===== src/source/spi_pwm_pkg.sv =====
package spi_pwm_pkg;

	// Register file geometry
	localparam int ADDR_W = 3;
	localparam int DATA_W = 8;
	localparam int NUM_CH = 4;
	localparam int CH_W   = $clog2(NUM_CH);

	typedef logic [ADDR_W-1:0] addr_t;
	typedef logic [DATA_W-1:0] data_t;

	// Register map
	localparam addr_t REG_DUTY0   = 3'd0;	// Duty of channel n at REG_DUTY0 + n
	localparam addr_t REG_ENABLE  = 3'd4;
	localparam addr_t REG_PRESC   = 3'd5;
	localparam addr_t REG_SCRATCH = 3'd6;
	localparam addr_t REG_ID      = 3'd7;

	localparam data_t ID_VALUE = 8'hA5;

	// SPI framing
	localparam int SYNC_STAGES  = 2;
	localparam int CMD_READ_BIT = 7;	// Set in the command byte for a read
	localparam int FRAME_BITS   = 2 * DATA_W;	// Command byte plus one data byte
	localparam int CNT_W        = $clog2(FRAME_BITS + 1);

endpackage


===== src/source/pwm_channel.sv =====
`timescale 1ns/1ps

module pwm_channel (
	input  logic clk,
	input  logic cs,
	input  logic tick,
	input  logic enable,
	input  spi_pwm_pkg::data_t duty,
	output logic pwm_out
);
	import spi_pwm_pkg::*;

	data_t period_cnt;
	data_t duty_shadow;	// Duty in use for the current period
	logic  wrap;

	assign wrap = tick && (period_cnt == '1);

	always_ff @(posedge clk, posedge cs) begin
		if (cs) begin
			period_cnt  <= '0;
			duty_shadow <= '0;
		end else if (!enable) begin
			period_cnt <= '0;	// Restart the period when enabled again
		end else if (tick) begin
			period_cnt <= period_cnt + 1'b1;	// Wraps 255 -> 0
			if (wrap)
				duty_shadow <= duty;
		end
	end

	// Disable acts on the output without waiting for the counter
	assign pwm_out = enable && (period_cnt < duty_shadow);

endmodule


===== config.mk =====
export PLATFORM = sky130hd
export DESIGN_NAME = pwm_channel
export DESIGN_NICKNAME = d
export VERILOG_FILES = /design/src/source/spi_pwm_pkg.sv /design/src/source/pwm_channel.sv
export SDC_FILE = /design/constraint.sdc
export NUM_CORES = 1
export LEC_CHECK = 0
export BUFFER_PORTS_ARGS = -buffer_cell sky130_fd_sc_hd__buf_4
export CORE_MARGIN = 4
export CORE_UTILIZATION = 54
export CTS_CLUSTER_SIZE = 14
export DETAILED_ROUTE_END_ITERATION = 7
export PLACE_DENSITY_LB_ADDON = 0.25
export SYNTH_ARGS = -nofsm -noshare
export SYNTH_HDL_FRONTEND = slang
export SYNTH_SLANG_ARGS = --single-unit

===== constraint.sdc =====
create_clock -name clk -period 2.25 [get_ports clk]
set_input_delay 0.675 -clock clk [delete_from_list [all_inputs] [get_ports clk]]
set_output_delay 0.675 -clock clk [all_outputs]
set_load 0.005 [all_outputs]

==> impl_results.md <==
* Cell Area, Placed at 1010 um2
* FF+latch area at 400 um2
* Worst EP required at 1.57 ns
* EDFF count, synth at 0
* Root Buffer: clkbuf_4
* Worst EP arrival at 1.78 ns
* Placed cell count at 110
* Num ports at 13
* Synth Warn # at 0
* Maxcap violations at 0
* Critical path cell sequence: inv_1 -> ha_1 -> o2111a_1 -> a2111oi_2 -> buf_4
* Final WL at 1.66 mm
* Reg clk slew, reported paths at 0.09 ns
* CP endpoint kind: output port
* Leak Pwr at 0.534 nW
* Share of layout cells above drive strength 1 at 39.6%
* Post-route cell area at 1100 um2
* Outcome: complete, but fails checks
* Synth-to-Final Area Change at 26.1%
* Post-synthesis async set-or-reset flop share at 100%
* Final Hold Fails at 0
* Drt via density at 5.62
* CP peak stage delay at 0.38 ns
* Ys flop type: dfrtp_1
* Initial antenna violation count at 0
* CTS Buf Count at 3
* RePlAce Congestion at 0.805
* Setup-failing EPs final at 1
* Hpwl dp at 1.23 mm
* Slew HR at 59.4%
* Die ar. at 2320 um2
* Die Ht at 48.2 um
* Failing checks: negative setup slack
* H-Tree Depth at 1
* Worst slew pin tran at 0.608 ns
* Routed Antenna Nets at 0
* Unique masters post-synth at 25
* DR DRC count at 0
* Gr ovfl total at 0
* Fillers at 108
* Via count at 657
* RSZ-0062 raised after global routing: yes
* Row count at 14
* Post-route setup TNS at -0.208 ns
* Total Routing Usage GR at 17.2%
* Post-Syn Instances at 78
* Final period util at 109%
* Setup WS post-layout at -0.208 ns
* Post-layout util at 72.9%
* Net count after synthesis at 98
* Pre-antenna DRT Iters at 4
* Initial Util at 57.8%
* Crit Path Category: reg2out
* Largest net degree at the start of global routing at 17
* Sequential fraction of the synthesis area at 46.0%
* Max stage delay cell, worst path: dfrtp_1
* Clk_lat worst skew at 0.29 ns
* Clock Sink Count at 16
* Hold Buf Count CTS at 0
* Vias in the first global route at 663
* Core area at 1510 um2
* Minimum clock period at 2.46 ns
* Tightest Hold Check Type: in2async
* Buffers on Ports at 12
* Post-synthesis register bit count at 16
* Diodes inserted at 0
* Worst-path maximum fanout at 2
* Non-Filler Instances at 117
* Crit path max-delay family: compound AO/OA/AOI/OAI gates
* Initial drt markers at 10
* Synthesized area per cell at 11.2 um2
* Cell Pwr Density at 486 nW/um2
* CTS Buffer Depth at 2
* Nets@finish at 122
* Multi-input gate area at 458 um2
* Pins Over Slew Limit at 0
* CTS tree: done
* WL/cell at 14.2 um
* Clock Skew at 0.00561 ns
* Count of buffer and inverter cells on the critical path at 2
* Mapped cell area at 871 um2
* VDD IR-drop max at 544 uV
* Crit path launch type: flop
* Die width at 48.2 um
* Global-route wire length before repair at 2.66 mm
* Fmax at 407 MHz
==> metal layers <==
layer | up-vias | track usage [%] | wire length [um]
met2 | 23 | 27.1 | 828
li1 | 322 | - | -
met3 | 7 | 3.69 | 75
met5 | - | 0 | 0
met1 | 305 | 20.4 | 703
met4 | 0 | 12.9 | 50
==> worst register-to-register path, cell delays in order (launching register included) <==
cell	delay, ns
dfrtp_1	0.35
buf_4	0.12
ha_1	0.19
nand3_2	0.13
nor3_4	0.42
mux2_2	0.39
==> cells in the mapped netlist (all sizes together), types with 2 or more instances <==
| master | instances | area [um2] |
|---|---|---|
| nand3 | 2 | 15.0 |
| nor2 | 5 | 18.8 |
| dfrtp | 16 | 400 |
| mux2 | 8 | 90.1 |
| ha | 8 | 100 |
| a21oi | 4 | 20.0 |
| xor2 | 3 | 26.3 |
| or3 | 3 | 18.8 |
| nand4 | 3 | 25.0 |
| nand2 | 3 | 11.3 |
| inv | 8 | 30.0 |
| o21ai | 4 | 20.0 |
==> power by group <==
part	switching, mW	total [mW]	leakage (nW)	internal (mW)
Sequential	0.00370	0.295	0.222	0.291
Combinational	0.0221	0.0487	0.291	0.0265
Clock	0.0922	0.191	0.0210	0.0986
Total	0.118	0.534	0.534	0.416
==> metrics by stage <==
| step | power [mW] | hold WS [ns] | setup WS (ns) |
|---|---|---|---|
| finish | 0.534 | 0.447 | -0.208 |
| global route | 0.567 | 0.480 | -0.308 |
| CTS | 0.543 | 0.462 | -0.198 |
| detailed placement | 0.347 | 0.501 | -0.0782 |
| global placement | 0.346 | 0.485 | -0.0106 |
| floorplan | 0.322 | 0.472 | 0.0574 |
==> kinds of logic (layout without fill, tap and decap cells) <==
logic type	Yosys count	after routing	synth area share, %
fa+ha+maj	8	8	11.5
buf+inv	10	33	4.74
flops	16	16	46.0
xor+xnor	4	4	4.02
compound gates	12	12	8.62
mux	9	9	11.5
simple gates	19	19	13.7
==> final timing paths <==
kind / cells past startpoint / end / slack, ns / startpoint
min in group clk: 1 / duty_shadow[2] / 0.52 / duty_shadow[2]
max in group asynchronous: 2 / period_cnt[4] / 1.41 / cs
worst min-delay path: 2 / duty_shadow[2] / 0.45 / cs
worst max register to register: 5 / duty_shadow[1] / 0.54 / period_cnt[1]
worst max-delay path: 5 / pwm_out / -0.21 / duty_shadow[4]
worst min register to register: 1 / duty_shadow[2] / 0.52 / duty_shadow[2]
==> repair_timing <==
action                                  CTS  global route
gates cloned                              0             0
gates resized for setup                   6             1
endpoints found under the setup margin    1             1
buffers inserted                          3             0
pin swaps                                 4             0
endpoints found under the hold margin     0             0
==> flip-flops by register name, indices dropped and copies added, names as in the netlist <==
| signal | count |
|---|---|
| duty_shadow | 8 |
| period_cnt | 8 |
==> final cells by class <==
class                      instances  share of cell area (%)
multi-input combinational         52                    41.7
clock buffer                       4                    3.30
sequential                        16                    36.4
timing repair buffer              20                    13.7
tap                               16                    1.82
inverter                           9                    3.08
==> cells in the final DEF, fill, tap and decap left out <==
cell / instances
o211ai_1: 1
nor3_4: 1
ha_1: 7
mux2_2: 8
xor2_1: 3
nand2_1: 3
nand3_2: 1
or3_1: 3
o21ai_1: 1
nor2b_1: 1
a2111oi_2: 1
o21ai_0: 3
nor2_1: 5
inv_1: 7
clkbuf_4: 3
ha_4: 1
nand4_2: 1
clkinv_1: 1
mux2i_1: 1
buf_4: 20
xnor2_1: 1
nand4_1: 2
a21oi_1: 4
a211oi_2: 1
clkbuf_8: 1
nand3_1: 1
inv_2: 1
dfrtp_1: 16
o2111a_1: 1
nor3b_2: 1
Note: power is estimated with default switching activity, not from simulation.
