**config.mk**
```make
export PLATFORM = sky130hd
export DESIGN_NAME = pwm_reg_bank_flat
export DESIGN_NICKNAME = d
export VERILOG_FILES = /design/src/source/spi_pwm_pkg.sv /design/src/source/reg_bus_if.sv /design/src/source/pwm_reg_bank.sv /design/src/flat_wrapper.sv
export SDC_FILE = /design/constraint.sdc
export NUM_CORES = 1
export LEC_CHECK = 0
export ABC_AREA = 1
export BUFFER_PORTS_ARGS = -buffer_cell sky130_fd_sc_hd__buf_2
export CORE_MARGIN = 5
export CORE_UTILIZATION = 58
export CTS_BUF_LIST = sky130_fd_sc_hd__clkbuf_8
export CTS_CLUSTER_DIAMETER = 120
export DETAILED_ROUTE_END_ITERATION = 10
export GPL_ROUTABILITY_DRIVEN = 1
export PLACE_DENSITY = 0.88
export SYNTH_ARGS = -nofsm -noshare
export SYNTH_HDL_FRONTEND = slang
export SYNTH_SLANG_ARGS = --single-unit
```
**constraint.sdc**
```tcl
create_clock -name clk -period 2.05 [get_ports clk]
set_input_delay 0.1025 -clock clk [delete_from_list [all_inputs] [get_ports clk]]
set_output_delay 0.1025 -clock clk [all_outputs]
set_load 0.005 [all_outputs]
```
**src/source/spi_pwm_pkg.sv**
```systemverilog
package spi_pwm_pkg;

	// Register file geometry
	localparam int ADDR_W = 3;
	localparam int DATA_W = 8;
	localparam int NUM_CH = 4;
	localparam int CH_W   = $clog2(NUM_CH);

	typedef logic [ADDR_W-1:0] addr_t;
	typedef logic [DATA_W-1:0] data_t;

	// Register map
	localparam addr_t REG_DUTY0   = 3'd0;	// Duty of channel n at REG_DUTY0 + n
	localparam addr_t REG_ENABLE  = 3'd4;
	localparam addr_t REG_PRESC   = 3'd5;
	localparam addr_t REG_SCRATCH = 3'd6;
	localparam addr_t REG_ID      = 3'd7;

	localparam data_t ID_VALUE = 8'hA5;

	// SPI framing
	localparam int SYNC_STAGES  = 2;
	localparam int CMD_READ_BIT = 7;	// Set in the command byte for a read
	localparam int FRAME_BITS   = 2 * DATA_W;	// Command byte plus one data byte
	localparam int CNT_W        = $clog2(FRAME_BITS + 1);

endpackage

```
**src/source/reg_bus_if.sv**
```systemverilog
`timescale 1ns/1ps

interface reg_bus_if;
	import spi_pwm_pkg::*;

	addr_t addr;
	data_t wdata;
	logic  wr_en;	// One-cycle write strobe
	data_t rdata;	// Combinational from addr

	modport target (
		output addr,
		output wdata,
		output wr_en,
		input  rdata
	);

	modport bank (
		input  addr,
		input  wdata,
		input  wr_en,
		output rdata
	);

endinterface

```
**src/source/pwm_reg_bank.sv**
```systemverilog
`timescale 1ns/1ps

module pwm_reg_bank (
	input  logic clk,
	input  logic cs,
	reg_bus_if.bank bus,
	output spi_pwm_pkg::data_t duty [spi_pwm_pkg::NUM_CH],
	output logic [spi_pwm_pkg::NUM_CH-1:0] enable,
	output logic tick
);
	import spi_pwm_pkg::*;

	data_t duty_reg [NUM_CH];
	data_t enable_reg;
	data_t presc_reg;
	data_t scratch_reg;
	data_t presc_cnt;

	logic addr_is_duty;
	logic [CH_W-1:0] duty_sel;

	assign addr_is_duty = (bus.addr >= REG_DUTY0) &&
		(bus.addr < addr_t'(REG_DUTY0 + NUM_CH));
	assign duty_sel = CH_W'(bus.addr - REG_DUTY0);

	always_ff @(posedge clk, posedge cs) begin
		if (cs) begin
			for (int i = 0; i < NUM_CH; i++)
				duty_reg[i] <= '0;
			enable_reg  <= '0;
			presc_reg   <= '0;
			scratch_reg <= '0;
		end else if (bus.wr_en) begin
			if (addr_is_duty) begin
				duty_reg[duty_sel] <= bus.wdata;
			end else begin
				case (bus.addr)
					REG_ENABLE:  enable_reg  <= bus.wdata;
					REG_PRESC:   presc_reg   <= bus.wdata;
					REG_SCRATCH: scratch_reg <= bus.wdata;
					default: ;	// REG_ID is read-only
				endcase
			end
		end
	end

	// Read mux
	always_comb begin
		bus.rdata = '0;
		if (addr_is_duty) begin
			bus.rdata = duty_reg[duty_sel];
		end else begin
			case (bus.addr)
				REG_ENABLE:  bus.rdata = enable_reg;
				REG_PRESC:   bus.rdata = presc_reg;
				REG_SCRATCH: bus.rdata = scratch_reg;
				REG_ID:      bus.rdata = ID_VALUE;
				default:     bus.rdata = '0;
			endcase
		end
	end

	// Prescaler gives one tick every presc_reg + 1 cycles
	// A lowered divide value ends the current count at once
	assign tick = (presc_cnt >= presc_reg);

	always_ff @(posedge clk, posedge cs) begin
		if (cs)
			presc_cnt <= '0;
		else if (tick)
			presc_cnt <= '0;
		else
			presc_cnt <= presc_cnt + 1'b1;
	end

	assign duty   = duty_reg;
	assign enable = enable_reg[NUM_CH-1:0];	// Upper bits only read back

endmodule

```
**src/flat_wrapper.sv**
```systemverilog
// flat-port wrapper written by rule: the top's interface ports become plain ports
module pwm_reg_bank_flat import spi_pwm_pkg::*;
  (clk, cs, duty, enable, tick, bus_addr, bus_wdata, bus_wr_en, bus_rdata);
  reg_bus_if bus_i ();
  input  logic clk;
  input  logic cs;
  output spi_pwm_pkg::data_t duty[spi_pwm_pkg::NUM_CH];
  output logic [spi_pwm_pkg::NUM_CH-1:0] enable;
  output logic tick;
  input wire logic [$bits(bus_i.addr)-1:0] bus_addr;
  input wire logic [$bits(bus_i.wdata)-1:0] bus_wdata;
  input wire logic [$bits(bus_i.wr_en)-1:0] bus_wr_en;
  output wire logic [$bits(bus_i.rdata)-1:0] bus_rdata;
  assign bus_i.addr = bus_addr;
  assign bus_i.wdata = bus_wdata;
  assign bus_i.wr_en = bus_wr_en;
  assign bus_rdata = bus_i.rdata;
  pwm_reg_bank u_core (.clk(clk), .cs(cs), .bus(bus_i), .duty(duty), .enable(enable), .tick(tick));
endmodule
```
==> load_flow_metrics.sql <==
INSERT INTO impl_metrics (metric_group, metric, value, unit) VALUES
('run_status', 'status', 'finished clean', ''),
('power', 'p_leak', '1.99', 'nW'),
('synth', 'synth_sequential_area_ratio', '0.497', ''),
('die', 'die-height', '84.6', 'um'),
('die', 'fp.dieW', '84.6', 'um'),
('place', 'port_buf_inserts', '58', ''),
('global_route', 'globalRoute.totalOverflow', '0', ''),
('clocking', 'clock_tree_from_tritoncts', 'done', ''),
('route', 'drt-initial-drc-count', '259', ''),
('die', 'die_area', '7150', 'um2'),
('power', 'peakVddDrop', '0.000889', 'V'),
('timing', 'final_hold_viol_count', '0', ''),
('finish', 'p_r_area_growth_vs_syn', '16.3', '%'),
('timing', 'max_frequency', '0.550', 'GHz'),
('power', 'power_density', '1060', 'nW/um2'),
('finish', 'finish.net_count', '468', ''),
('timing', 'min_period_over_period', '0.887', ''),
('clocking', 'cts_num_sinks', '64', ''),
('die', 'boundaryPins', '59', ''),
('route', 'routed_wire_length_per_instance', '14.5', 'um'),
('die', 'floorplan.rows', '27', ''),
('timing', 'rsz0062_at_grt', 'false', ''),
('run', 'drv.max_cap_violation_count', '0', ''),
('clocking', 'cts.path.max_buffers', '2', ''),
('critical_path', 'worst-endpoint-required', '1.95', 'ns'),
('clocking', 'cts_root_buf', 'sky130_fd_sc_hd__clkbuf_8', ''),
('clocking', 'clock_insertion_delay_worst_skew', '0.33', 'ns'),
('global_route', 'grt_start_max_net_pins', '65', ''),
('global_route', 'first_global_vias', '2935', ''),
('route', 'drc', '0', ''),
('global_route', 'grt_pass1_wl', '13400', 'um'),
('timing', 'tightest_slew', '0.550', 'ns'),
('synth', 'post_synth_instance_area', '3230', 'um2'),
('synth', 'number_of_different_library_cells_in_the_post_synthesis_netlist', '23', ''),
('finish', 'antenna-diode-count', '0', ''),
('critical_path', 'timing.critical_path.fanout_max', '9', ''),
('critical_path', 'type_of_the_worst_setup_path', 'register to primary output', ''),
('route', 'drt_first_pass_iters', '4', ''),
('clocking', 'tritoncts_buffers', '9', ''),
('die', 'initial_core_util', '0.593', ''),
('synth', 'mappedNetlistNets', '410', ''),
('timing', 'report.final.setup_viol', '0', ''),
('place', 'hpwl', '5440', 'um'),
('global_route', 'number_of_antenna_violations_at_the_first_check_in_global_routing', '0', ''),
('route', 'vias', '2802', ''),
('finish', 'instances_no_fill', '522', ''),
('timing', 'maxSlewViolCount', '0', ''),
('place', 'gp_routability_congestion', '0.857', ''),
('synth', 'seq_cells_post_synth', '64', ''),
('critical_path', 'worst_setup_path_start_kind', 'register', ''),
('critical_path', 'worstPathArrival', '1.72', 'ns'),
('route', 'drt-total-wl', '7580', 'um'),
('synth', 'syn_warnings', '0', ''),
('timing', 'fin_worst_skew', '0.00129', 'ns'),
('power', 'totalPowerFinal', '0.00396', 'W'),
('timing', 'timing.setup.tns', '0', 'ns'),
('finish', 'largest_register_ff_count', '32', ''),
('clocking', 'post-cts-setup-buffers', '0', ''),
('min_path', 'min_path_type', 'primary input to register', ''),
('route', 'post_drt_via_cell_ratio', '5.37', ''),
('global_route', 'grtUsageTotal', '0.233', ''),
('place', 'dp_cells', '505', ''),
('finish', 'fraction_of_layout_cells_with_a_size_suffix_above_1', '0.240', ''),
('clocking', 'htree_levels', '3', ''),
('synth', 'cell_count_after_synthesis', '387', ''),
('critical_path', 'setup.worst_path.end_class', 'primary output', ''),
('timing', 'timing.max_slew.rel_slack', '0.632', ''),
('clocking', 'clkTransAtPathRegs', '0.07', 'ns'),
('synth', 'synth.avg_cell_area', '8.33', 'um2'),
('timing', 'layout_min_cycle_time', '1.82', 'ns'),
('die', 'core', '5440', 'um2'),
('route', 'ant_nets', '0', '');
## worst max-delay path, cell delays in order, from the launching register on
cell and delay, ns:
sky130_fd_sc_hd__dfrtp_1 0.38, sky130_fd_sc_hd__inv_1 0.12, sky130_fd_sc_hd__ha_1 0.26, sky130_fd_sc_hd__nand2_1 0.08, sky130_fd_sc_hd__nor2_1 0.05, sky130_fd_sc_hd__nor2_1 0.08
sky130_fd_sc_hd__nand2_1 0.06, sky130_fd_sc_hd__nand2_1 0.08, sky130_fd_sc_hd__nand2_2 0.12, sky130_fd_sc_hd__buf_2 0.16
## routing by layer
| metal | part of all wire | routed length, um | global-route usage |
|---|---|---|---|
| met5 | 0 | 0 | 0 |
| met4 | 0.025 | 189 | 0.112 |
| met3 | 0.047 | 357 | 0.0471 |
| met1 | 0.44 | 3320 | 0.299 |
| met2 | 0.49 | 3710 | 0.378 |
## layout by cell type (no fill, tap or decap)
master and instances:
sky130_fd_sc_hd__o21ai_0 24, sky130_fd_sc_hd__nand2_4 4, sky130_fd_sc_hd__a21oi_1 2, sky130_fd_sc_hd__buf_4 1
sky130_fd_sc_hd__nand3_1 7, sky130_fd_sc_hd__dlygate4sd3_1 1, sky130_fd_sc_hd__o21ai_1 31, sky130_fd_sc_hd__o21ai_2 8
sky130_fd_sc_hd__buf_2 58, sky130_fd_sc_hd__clkbuf_8 10, sky130_fd_sc_hd__nand4_1 8, sky130_fd_sc_hd__clkinv_4 2
sky130_fd_sc_hd__bufinv_16 2, sky130_fd_sc_hd__nor2_4 4, sky130_fd_sc_hd__o21bai_1 1, sky130_fd_sc_hd__inv_2 6
sky130_fd_sc_hd__dfrtp_1 64, sky130_fd_sc_hd__xnor2_1 2, sky130_fd_sc_hd__nor3_2 1, sky130_fd_sc_hd__ha_1 9
sky130_fd_sc_hd__buf_12 1, sky130_fd_sc_hd__clkinvlp_4 2, sky130_fd_sc_hd__xor2_1 3, sky130_fd_sc_hd__nand2_2 9
sky130_fd_sc_hd__inv_1 28, sky130_fd_sc_hd__nand2_1 135, sky130_fd_sc_hd__nor2_1 26, sky130_fd_sc_hd__o21a_1 1
## repair_timing
action / 4_1_cts / 5_1_grt
endpoints found under the hold margin: 64 / 0
gates resized for setup: 0 / 1
setup endpoints to repair: 0 / 1
hold buffers: 1 / 0
## power by group
group	internal (W)	switching (W)	leakage, nW
registers	0.00152	0.000220	0.809
logic	0.000421	0.000567	1.08
clock network	0.000721	0.000504	0.109
## final timing paths
kind	start	end	slack, ns	cells after the start
min in group asynchronous	cs	u_core.presc_cnt[0]$_DFF_PP0_	0.36	4
setup reg to reg	u_core.presc_reg[3]$_DFFE_PP0P_	u_core.presc_cnt[0]$_DFF_PP0_	0.64	9
max in group asynchronous	cs	u_core.enable_reg[4]$_DFFE_PP0P_	1.40	4
hold / removal	bus_wdata[6]	u_core.scratch_reg[6]$_DFFE_PP0P_	0.11	3
setup / recovery	u_core.presc_reg[3]$_DFFE_PP0P_	tick	0.23	9
hold reg to reg	u_core.scratch_reg[0]$_DFFE_PP0P_	u_core.scratch_reg[0]$_DFFE_PP0P_	0.48	2
## logic make-up (layout without fill, tap and decap cells)
family          Yosys count  count (layout)  share of synthesized area
fa+ha+maj                 9               9                     0.0349
buf+inv                  48             111                     0.0787
simple gates            194             194                      0.261
flops                    64              64                      0.497
xor+xnor                  5               5                     0.0136
compound gates           67              67                      0.115
## cell type report
cell class | count | area [um2]
clock buffers | 10 | 138
clock inverters | 6 | 92.6
fillers | 412 | 1690
inverters | 34 | 128
multi-input cells | 275 | 1370
flip-flops and latches | 64 | 1600
well taps | 72 | 90.1
repair buffers | 61 | 328
## synthesized netlist by cell type (all sizes together)
cell,number,share of area
a21oi,2,0.0031
buf,14,0.039
dfrtp,64,0.50
ha,9,0.035
inv,34,0.040
nand2,148,0.19
nand3,7,0.011
nand4,8,0.016
nor2,30,0.044
nor3,1,0.0031
o21a,1,0.0023
o21ai,63,0.11
o21bai,1,0.0023
xnor2,2,0.0054
xor2,3,0.0081
## through the flow
step                utilization  hold slack (ns)  area (um2)  setup WS (ns)
finish                    0.689            0.108        3750          0.231
global route              0.689            0.110        3750         0.0581
CTS                       0.689            0.107        3750          0.140
detailed placement        0.645            0.195        3510          0.512
global placement          0.645            0.190        3510          0.570
floorplan                     -            0.331        3230          0.349
Note: power is estimated with default switching activity, not from simulation.
